`config.mk`:
```
export PLATFORM = sky130hd
export DESIGN_NAME = net_shell_top
export DESIGN_NICKNAME = d
export VERILOG_FILES = /design/src/rtl/net_shell_pkg.sv /design/src/rtl/net_slice_pipe.sv /design/src/rtl/net_cfg_regs.sv /design/src/rtl/net_mem_ctrl.sv /design/src/rtl/net_stats.sv /design/src/rtl/net_shell_top.sv
export SDC_FILE = /design/constraint.sdc
export NUM_CORES = 1
export LEC_CHECK = 0
export BUFFER_PORTS_ARGS = -buffer_cell sky130_fd_sc_hd__buf_2
export CAP_MARGIN = 20
export CORE_ASPECT_RATIO = 0.7
export CORE_MARGIN = 10
export CORE_UTILIZATION = 54
export CTS_CLUSTER_DIAMETER = 120
export DETAILED_ROUTE_END_ITERATION = 12
export GPL_ROUTABILITY_DRIVEN = 0
export PLACE_DENSITY = 0.79
export SLEW_MARGIN = 20
export SYNTH_ARGS = -nofsm -noshare
export SYNTH_HDL_FRONTEND = slang
export SYNTH_SLANG_ARGS = --single-unit
```
`constraint.sdc`:
```
create_clock -name aclk -period 4.97 [get_ports aclk]
set_input_delay 1.2425 -clock aclk [delete_from_list [all_inputs] [get_ports aclk]]
set_output_delay 1.2425 -clock aclk [all_outputs]
set_load 0.05 [all_outputs]
```
`src/rtl/net_shell_pkg.sv`:
```
// Network shell shared types
package net_shell_pkg;

    // Register slices between the user region and the stack side
    localparam int N_REG_NET = 2;

    localparam int IP_ADDR_BITS  = 32;
    localparam int MAC_ADDR_BITS = 48;
    localparam int DDR_ADDR_BITS = 64;
    localparam int MEM_LEN_BITS  = 23;
    localparam int STAT_CNT_BITS = 32;

    typedef logic [IP_ADDR_BITS-1:0]  ip_addr_t;
    typedef logic [MAC_ADDR_BITS-1:0] mac_addr_t;
    typedef logic [DDR_ADDR_BITS-1:0] ddr_addr_t;
    typedef logic [MEM_LEN_BITS-1:0]  mem_len_t;
    typedef logic [STAT_CNT_BITS-1:0] stat_cnt_t;

    // Independent configuration strobes from the user side
    typedef struct packed {
        logic      set_ip_valid;
        ip_addr_t  set_ip;
        logic      set_mac_valid;
        mac_addr_t set_mac;
        logic      arp_valid;
        ip_addr_t  arp_ip;
    } net_cfg_req_t;

    // Stack read or write command into its DDR buffer
    typedef struct packed {
        ddr_addr_t addr;
        mem_len_t  len;
    } mem_cmd_t;

    // Merged memory command port
    typedef struct packed {
        logic     write;
        mem_cmd_t cmd;
    } mem_req_t;

    typedef struct packed {
        logic write;
        logic error;
    } mem_sts_t;

    typedef struct packed {
        stat_cnt_t cfg_writes;
        stat_cnt_t rd_cmds;
        stat_cnt_t wr_cmds;
    } net_stat_t;

    typedef enum logic {
        idle,
        wr_pending
    } mem_ctrl_state_t;

endpackage

```
`src/rtl/net_slice_pipe.sv`:
```
// Configuration register slices
`timescale 1ns/1ps

module net_slice_pipe (
    input  logic                        aclk,
    input  logic                        aresetn,
    input  net_shell_pkg::net_cfg_req_t cfg_in,
    input  net_shell_pkg::ddr_addr_t    offset_in,
    output net_shell_pkg::net_cfg_req_t cfg_out,
    output net_shell_pkg::ddr_addr_t    offset_out
);
    import net_shell_pkg::*;

    net_cfg_req_t cfg_stg [N_REG_NET];
    ddr_addr_t    off_stg [N_REG_NET];

    always_ff @(posedge aclk) begin
        cfg_stg[0] <= cfg_in;
        off_stg[0] <= offset_in;
        for (int i = 1; i < N_REG_NET; i++) begin
            cfg_stg[i] <= cfg_stg[i-1];
            off_stg[i] <= off_stg[i-1];
        end
        // Strobes cleared in every stage
        if (!aresetn) begin
            for (int i = 0; i < N_REG_NET; i++) begin
                cfg_stg[i].set_ip_valid  <= 1'b0;
                cfg_stg[i].set_mac_valid <= 1'b0;
                cfg_stg[i].arp_valid     <= 1'b0;
            end
        end
    end

    assign cfg_out    = cfg_stg[N_REG_NET-1];
    assign offset_out = off_stg[N_REG_NET-1];

endmodule

```
`src/rtl/net_cfg_regs.sv`:
```
// Stack address registers
`timescale 1ns/1ps

module net_cfg_regs (
    input  logic                        aclk,
    input  logic                        aresetn,
    input  net_shell_pkg::net_cfg_req_t cfg,
    output net_shell_pkg::ip_addr_t     ip_addr,
    output net_shell_pkg::mac_addr_t    mac_addr,
    output logic                        arp_req_valid,
    output net_shell_pkg::ip_addr_t     arp_req,
    output logic                        cfg_write
);

    always_ff @(posedge aclk) begin
        if (!aresetn) begin
            ip_addr       <= '0;
            mac_addr      <= '0;
            arp_req_valid <= 1'b0;
            cfg_write     <= 1'b0;
        end else begin
            if (cfg.set_ip_valid) begin
                ip_addr <= cfg.set_ip;
            end
            if (cfg.set_mac_valid) begin
                mac_addr <= cfg.set_mac;
            end
            arp_req_valid <= cfg.arp_valid;
            // An IP and MAC write in the same cycle give one pulse
            cfg_write     <= cfg.set_ip_valid | cfg.set_mac_valid;
        end
    end

    // Lookup target
    always_ff @(posedge aclk) begin
        if (cfg.arp_valid) begin
            arp_req <= cfg.arp_ip;
        end
    end

endmodule

```
`src/rtl/net_mem_ctrl.sv`:
```
// Memory command controller
`timescale 1ns/1ps

module net_mem_ctrl (
    input  logic                     aclk,
    input  logic                     aresetn,
    input  net_shell_pkg::ddr_addr_t ddr_offset,
    input  logic                     rd_cmd_valid,
    input  net_shell_pkg::mem_cmd_t  rd_cmd,
    input  logic                     wr_cmd_valid,
    input  net_shell_pkg::mem_cmd_t  wr_cmd,
    input  logic                     mem_sts_valid,
    input  net_shell_pkg::mem_sts_t  mem_sts,
    output logic                     mem_req_valid,
    output net_shell_pkg::mem_req_t  mem_req,
    output logic                     rd_sts_valid,
    output logic                     wr_sts_valid,
    output logic                     sts_error
);
    import net_shell_pkg::*;

    mem_ctrl_state_t state_q;
    mem_ctrl_state_t state_d;
    ddr_addr_t       offset_q;
    mem_req_t        rd_req;
    mem_req_t        wr_req;
    mem_req_t        wr_pend_q;
    mem_req_t        req_d;
    logic            req_valid_d;
    logic            pend_load;

    // Offset arrives one stage after the slices
    always_ff @(posedge aclk) begin
        offset_q <= ddr_offset;
    end

    assign rd_req = '{write: 1'b0, cmd: '{addr: rd_cmd.addr + offset_q, len: rd_cmd.len}};
    assign wr_req = '{write: 1'b1, cmd: '{addr: wr_cmd.addr + offset_q, len: wr_cmd.len}};

    // Read wins a collision and the write waits one cycle
    always_comb begin
        state_d     = state_q;
        req_valid_d = 1'b0;
        req_d       = rd_req;
        pend_load   = 1'b0;
        case (state_q)
            idle: begin
                if (rd_cmd_valid) begin
                    req_valid_d = 1'b1;
                    if (wr_cmd_valid) begin
                        pend_load = 1'b1;
                        state_d   = wr_pending;
                    end
                end else if (wr_cmd_valid) begin
                    req_valid_d = 1'b1;
                    req_d       = wr_req;
                end
            end
            // Stack keeps this cycle free of commands
            wr_pending: begin
                req_valid_d = 1'b1;
                req_d       = wr_pend_q;
                state_d     = idle;
            end
            default: state_d = idle;
        endcase
    end

    always_ff @(posedge aclk) begin
        if (!aresetn) begin
            state_q       <= idle;
            mem_req_valid <= 1'b0;
            rd_sts_valid  <= 1'b0;
            wr_sts_valid  <= 1'b0;
        end else begin
            state_q       <= state_d;
            mem_req_valid <= req_valid_d;
            rd_sts_valid  <= mem_sts_valid & ~mem_sts.write;
            wr_sts_valid  <= mem_sts_valid & mem_sts.write;
        end
    end

    always_ff @(posedge aclk) begin
        mem_req <= req_d;
        if (pend_load) begin
            wr_pend_q <= wr_req;
        end
        if (mem_sts_valid) begin
            sts_error <= mem_sts.error;
        end
    end

endmodule

```
`src/rtl/net_stats.sv`:
```
// Network event counters
`timescale 1ns/1ps

module net_stats (
    input  logic                     aclk,
    input  logic                     aresetn,
    input  logic                     cfg_write,
    input  logic                     mem_req_valid,
    input  net_shell_pkg::mem_req_t  mem_req,
    output net_shell_pkg::net_stat_t stats
);

    logic rd_issued;
    logic wr_issued;

    // Direction taken from the request on the port
    assign rd_issued = mem_req_valid & ~mem_req.write;
    assign wr_issued = mem_req_valid & mem_req.write;

    // All counters wrap
    always_ff @(posedge aclk) begin
        if (!aresetn) begin
            stats <= '0;
        end else begin
            if (cfg_write) begin
                stats.cfg_writes <= stats.cfg_writes + 1'b1;
            end
            if (rd_issued) begin
                stats.rd_cmds <= stats.rd_cmds + 1'b1;
            end
            if (wr_issued) begin
                stats.wr_cmds <= stats.wr_cmds + 1'b1;
            end
        end
    end

endmodule

```
`src/rtl/net_shell_top.sv`:
```
// Network shell top level
`timescale 1ns/1ps

module net_shell_top (
    input  logic                        aclk,
    input  logic                        aresetn,
    input  net_shell_pkg::net_cfg_req_t cfg_req,
    input  net_shell_pkg::ddr_addr_t    ddr_offset,
    input  logic                        rd_cmd_valid,
    input  net_shell_pkg::mem_cmd_t     rd_cmd,
    input  logic                        wr_cmd_valid,
    input  net_shell_pkg::mem_cmd_t     wr_cmd,
    input  logic                        mem_sts_valid,
    input  net_shell_pkg::mem_sts_t     mem_sts,
    output net_shell_pkg::ip_addr_t     ip_addr,
    output net_shell_pkg::mac_addr_t    mac_addr,
    output logic                        arp_req_valid,
    output net_shell_pkg::ip_addr_t     arp_req,
    output logic                        mem_req_valid,
    output net_shell_pkg::mem_req_t     mem_req,
    output logic                        rd_sts_valid,
    output logic                        wr_sts_valid,
    output logic                        sts_error,
    output net_shell_pkg::net_stat_t    net_stats
);
    import net_shell_pkg::*;

    net_cfg_req_t cfg_slice;
    ddr_addr_t    offset_slice;
    logic         cfg_write;

    // Retiming from the user region
    net_slice_pipe u_pipe (
        .aclk       (aclk),
        .aresetn    (aresetn),
        .cfg_in     (cfg_req),
        .offset_in  (ddr_offset),
        .cfg_out    (cfg_slice),
        .offset_out (offset_slice)
    );

    net_cfg_regs u_cfg (
        .aclk          (aclk),
        .aresetn       (aresetn),
        .cfg           (cfg_slice),
        .ip_addr       (ip_addr),
        .mac_addr      (mac_addr),
        .arp_req_valid (arp_req_valid),
        .arp_req       (arp_req),
        .cfg_write     (cfg_write)
    );

    net_mem_ctrl u_mem (
        .aclk          (aclk),
        .aresetn       (aresetn),
        .ddr_offset    (offset_slice),
        .rd_cmd_valid  (rd_cmd_valid),
        .rd_cmd        (rd_cmd),
        .wr_cmd_valid  (wr_cmd_valid),
        .wr_cmd        (wr_cmd),
        .mem_sts_valid (mem_sts_valid),
        .mem_sts       (mem_sts),
        .mem_req_valid (mem_req_valid),
        .mem_req       (mem_req),
        .rd_sts_valid  (rd_sts_valid),
        .wr_sts_valid  (wr_sts_valid),
        .sts_error     (sts_error)
    );

    net_stats u_stats (
        .aclk          (aclk),
        .aresetn       (aresetn),
        .cfg_write     (cfg_write),
        .mem_req_valid (mem_req_valid),
        .mem_req       (mem_req),
        .stats         (net_stats)
    );

endmodule

```
# Yosys cells after proc, flatten, opt, wreduce, memory -nomap -nowiden
# Memories as Yosys holds them, arrays and structs flattened. A register that Yosys moved wholly into a read port is not among the register bits.
# Index checks and enable logic that the tools add are counted.
word_totals:
  regBits: 390
  latch_bits: 0
  ram_bits: 358
  mem_bits_ro: 0
  in_bits: 360
  output_inout_bits: 301
  wordCells: 55
  n_memories: 2
op_classes:
  addsub: 5
  n_mul: 0
  div_mod_pow: 0
  n_lt_le_gt_ge: 0
  n_eq_ne: 0
  shift: 0
  mux: 16
  n_bitwise: 14
  reduce_logical: 0
memory_table:
  columns: ["name", "depth", "word_bits", "rd", "rd_ports_with_merged_regs", "wr", "line_no", "text"]
  rows:
  - ["u_pipe.cfg_stg", 2, 115, 2, 0, 2, "net_slice_pipe.sv:14", "net_cfg_req_t cfg_stg [N_REG_NET];"]
  - ["u_pipe.off_stg", 2, 64, 2, 1, 2, "net_slice_pipe.sv:15", "ddr_addr_t off_stg [N_REG_NET];"]
ops:
  columns: ["operator", "n"]
  rows:
  - ["88-bit two-way mux", 2]
  - ["88-bit one-hot mux with 2 select lines", 1]
  - ["64-bit adder", 2]
  - ["32-bit by 1-bit adder with 32-bit output, second input constant", 3]
  - ["1-bit two-way mux", 11]
  - ["1-bit OR, first input constant", 6]
  - ["1-bit AND", 4]
  - ["1-bit one-hot mux with 2 select lines", 2]
  - ["1-bit NOT", 3]
  - ["1-bit OR", 1]

# Depth between registers and ports, before layout
depth:
  ltp_word: 4
  ltp_mapped: 13
  mapped_depth_nobuf: 13

# Modules after synthesis
# From an unflattened synthesis, not the netlist that was laid out.
hier_totals:
  hier_cells: 2955
  area_unflattened_um2: 31621.6
modules_own_cells:
  columns: ["module", "instances", "cells_per_inst", "area_each_um2", "seq_area_each_um2"]
  rows:
  - ["net_mem_ctrl", 1, 1704, 15408.5, 5765.5]
  - ["net_slice_pipe", 1, 428, 7684.9, 7166.9]
  - ["net_stats", 1, 528, 4480.5, 1921.8]
  - ["net_cfg_regs", 1, 295, 4047.6, 2602.5]

# Least setup slack after synthesis
# OpenSTA, ideal clock, no wires.
synth_path:
  path_type: "input port to flip-flop"
  start: "in wr_cmd[23] in the netlist's numbering"
  end: "reg u_mem.mem_req[85] (netlist name)"
  setup_time_ns: 0.127
  t_arrival_ns: 4.129
  required_time_ns: 4.843
  path_slack_ns: 0.713
  path_stages: 13
  n_path_buf: 0
  path_cell_list: "ha_1 fa_1 a211oi_2 nor2_1 o31a_1 a311oi_4 o21ai_4 a21boi_4 o211ai_2 a41o_1 a31oi_1 mux2i_1 o211ai_1"
synth_rtl:
  columns: ["element", "line_no", "text"]
  rows:
  - ["start: declaration", "net_shell_top.sv:12", "input net_shell_pkg::mem_cmd_t wr_cmd,"]

==> metrics.md <==
| Metric | Value |
|---|---|
| Number of global-route vias before repair | `21.9k` |
| DR vias/cell | `5.46` |
| Worst slew margin | `29.2%` |
| Area growth syn-to-layout | `21.7%` |
| Detailed Routing Iterations Pass 1 | `6` |
| Nets | `3,874` |
| Crit Path Category | `in -> reg` |
| R2r setup slk | `1.00 ns` |
| Netlist cell types | `80` |
| Io pins | `661` |
| Clock Tree Root | `clkbuf_16` |
| Clock Pin Slew Worst Setup and Hold Paths | `0.07 ns` |
| DRT iter0 DRCs | `2,225` |
| Crit start category | `input pin` |
| Crit path time final | `4.36 ns` |
| Arr. time, crit path | `4.81 ns` |
| Post-DP HPWL | `68,000 um` |
| Setup crit end kind | `register` |
| Starting Density | `54.7%` |
| CP cell instances | `buf_2 > ha_1 > nand4_1 > nor2_1 > o2111ai_1 > nand4_1 > a21oi_1 > o31a_1 > o21ai_2 > a31oi_1 > nor3_1 > xnor2_1 > a21oi_1` |
| H-tree Lvls | `3` |
| HP Class | `reg -> reg` |
| Finished Core Util | `66.6%` |
| Final worst slack | `0.605 ns` |
| Ranking of synthesized cells by area | `dfxtp_1 (46%), edfxtp_1 (12%), ha_1 (5.3%), mux2i_1 (3.6%), xnor2_1 (3.6%)` |
| Reg2reg path depth | `12` |
| GRT Total Usage | `26.0%` |
| # port buffers | `660` |
| Fin Clk Skew | `0.0359 ns` |
| Synthesized area | `30,300 sq um` |
| Critical path's slowest cell | `nor2_1` |
| Setup slack after placement | `0.130 ns` |
| Slew @ Worst Pin | `1.06 ns` |
| FFs w/ async S/R, synth | `0%` |
| Die area | `66,000 sq um` |
| Fin. Hold Viols | `0` |
| CTS tree | `done` |
| Reg2reg start | `u_mem.offset_q[18]` |
| Final non-filler cell total | `4,193` |
| Hold endpoint | `u_mem.offset_q[52]` |
| FMAX | `0.229 GHz` |
| Clock Sinks | `812` |
| Maximum resistive drop on vdd | `0.393 mV` |
| Total Wirelength | `90,700 um` |
| Yosys warnings | `0` |
| P per Cell Area | `429 nW/um^2` |
| Max capacitance violation total | `0` |
| Core Footprint | `55,300 sq um` |
| Hold wc startpoint | `u_pipe.off_stg[1][52]` |
| CP max stage delay | `0.47 ns` |
| Die height | `218 um` |
| Reg-to-reg endpoint | `u_mem.mem_req[86]` |
| Placed insts | `4,047` |
| # setup viols final | `0` |
| Fin crit share | `87.8%` |
| Leak | `16.1 nW` |
| Top cell type's share of synthesized area | `45.8%` |
| Remaining DRCs | `0` |
| Hold depth | `0` |
| Die W | `303 um` |
| Global-route wire length before repair | `132,000 um` |
| Required @ worst endpoint | `5.41 ns` |
| Seq/Total Area, Yosys | `57.7%` |
| Share of cells above drive strength 1 | `24.4%` |
| Cell family with most CP delay | `compound AO/OA/AOI/OAI gates` |
| RSZ-0062 raised after global routing | `no` |
| Synth area leader | `dfxtp_1` |
| Grt total ovfl | `0` |
| Mean Syn Cell Area | `11.0 sq um` |
| Hold buffers post-CTS | `0` |
| Synthesized Nets | `3,244` |
| Total power | `0.0158 W` |
| Clock Latency Late Sink | `0.63 ns` |
| Post-cts resize count | `0` |
| CTS buffer count | `73` |
| Pins over their slew limit | `0` |
| Row cnt | `72` |
| Antenna violations before repair | `23` |
| Routed vias | `22.9k` |
| Setup_tns | `0 ns` |
| Number of synthesized flops with an enable pin | `120` |
| Synthesized instance count | `2,753` |
| Final antenna-violating net count | `0` |
| Drt wl/cell | `21.6 um` |
| Max Buffers Root-to-Sink | `3` |
| Post-CTS Setup Inserts | `0` |
| Maximum fanout along the worst path | `6` |
| WP buf/inv | `1` |
| Synth Flop Type | `dfxtp_1` |
| Run status | `completed` |
| Yosys reg bits | `812` |
| Filler cells | `4,184` |
| Largest net degree at the start of global routing | `120` |
-- power by group --
part	switching, W	internal (W)	leakage, nW
Combinational	0.00167	0.000803	7.95
Sequential	0.000193	0.00710	6.89
Clock	0.00255	0.00349	1.28
-- cell usage after synthesis, types with 5 or more instances --
cell       instances
o21a_1            25
clkbuf_1         106
nor2b_1           98
nor4_1             6
o211ai_1          18
nor3_1            32
o21ai_0          118
a221oi_1           7
dfxtp_1          692
a21o_1            66
or3_1             18
nor2_1           120
xnor2_1          124
o31ai_1            6
o21ai_2            5
a22oi_1            5
nand3_1           44
xor2_1            72
buf_1             11
and4_1             8
and3_1            30
a211oi_1          41
a221o_1            5
nand2_1          202
inv_1             61
and2_1            95
a21boi_0          20
nand2b_1          13
a211o_1            5
o31a_1             6
mux2i_1          110
o21bai_1          19
nand4_1           48
a2bb2oi_1          5
edfxtp_1         120
ha_1             129
a31oi_1           16
a21oi_1          174
-- through the flow --
| stage | area [sq um] | hold slack [ns] |
|---|---|---|
| detailed placement | 34200 | 0.312 |
| global placement | 34200 | 0.310 |
| floorplan | 30300 | 0.310 |
| global route | 36800 | 0.314 |
| finish | 36800 | 0.312 |
| CTS | 36800 | 0.306 |
-- area by class of cell --
type                    count  area (sq um)  share of cell area, %
inverters                  63           236                  0.642
flip-flops and latches    812         17500                   47.4
well taps                 740           926                   2.51
repair buffers            673          3430                   9.31
clock inverters            31           477                   1.29
multi-input cells        1760         12100                   32.9
clock buffers             101          2140                   5.80
diodes                     13          32.5                 0.0883
-- registers in the layout, summed over array words and instances (netlist names) --
name                 flops
u_mem.mem_req           88
u_mem.wr_sts_valid       1
u_cfg.arp_req_valid      1
u_mem.offset_q          64
u_pipe.off_stg         128
u_mem.sts_error          1
u_mem.rd_sts_valid       1
u_cfg.ip_addr           32
u_cfg.arp_req           32
u_stats.stats           96
u_mem.state_q            1
u_pipe.cfg_stg         230
u_cfg.mac_addr          48
u_mem.wr_pend_q         87
u_mem.mem_req_valid      1
u_cfg.cfg_write          1
-- logic make-up (layout without fill, tap and decap cells) --
logic type	count (synthesis)	in the layout	synth area share, %
xor gates and xnor gates	196	196	5.67
muxes	114	114	3.79
DFF	812	812	57.7
buffers and inverters	181	868	2.25
AOI/OAI and AO/OA	594	594	13.0
other	0	13	0
adders and majority gates	131	131	5.47
and+or+nand+nor	725	725	12.1
-- layer usage --
layer	GRT usage (%)	routed length, um	vias up	share of wire, %
li1	-	-	10900	-
met1	33.4	36600	10700	40
met2	41.0	41600	1100	46
met3	6.72	8690	192	9.6
met4	11.2	3600	14	4.0
met5	0	84	-	0.093
-- worst reg2reg max path: cells and delay by family (launching register included) --
kind	cells	cell delay [ns]
AO/OA/AOI/OAI	6	1.61
adder cells (fa/ha/maj)	1	0.41
AND/OR/NAND/NOR	4	1.28
XOR/XNOR	1	0.16
flip-flops	1	0.32
-- layout by cell type, fill, tap and decap left out, types with 72 or more instances in the layout --
| master | n |
|---|---|
| nor2_1 | 120 |
| ha_1 | 129 |
| nand2_1 | 202 |
| edfxtp_1 | 120 |
| buf_2 | 659 |
| clkbuf_16 | 77 |
| o21ai_0 | 118 |
| mux2i_1 | 110 |
| and2_1 | 95 |
| dfxtp_1 | 689 |
| a21oi_1 | 174 |
| nor2b_1 | 97 |
| xor2_1 | 72 |
| xnor2_1 | 124 |
-- worst max path at each step --
stage,start,end,slack (ns),cells past startpoint
detailed placement,wr_cmd[23],u_mem.mem_req[85],0.13,14
floorplan,wr_cmd[23],u_mem.mem_req[85],0.71,13
global route,wr_cmd[23],u_mem.mem_req[85],0.51,14
finish,rd_cmd[41],u_mem.mem_req[86],0.61,13
CTS,wr_cmd[23],u_mem.mem_req[85],0.75,14
global placement,wr_cmd[23],u_mem.mem_req[85],0.21,14
No activity file was read; power rests on OpenSTA's default activity.
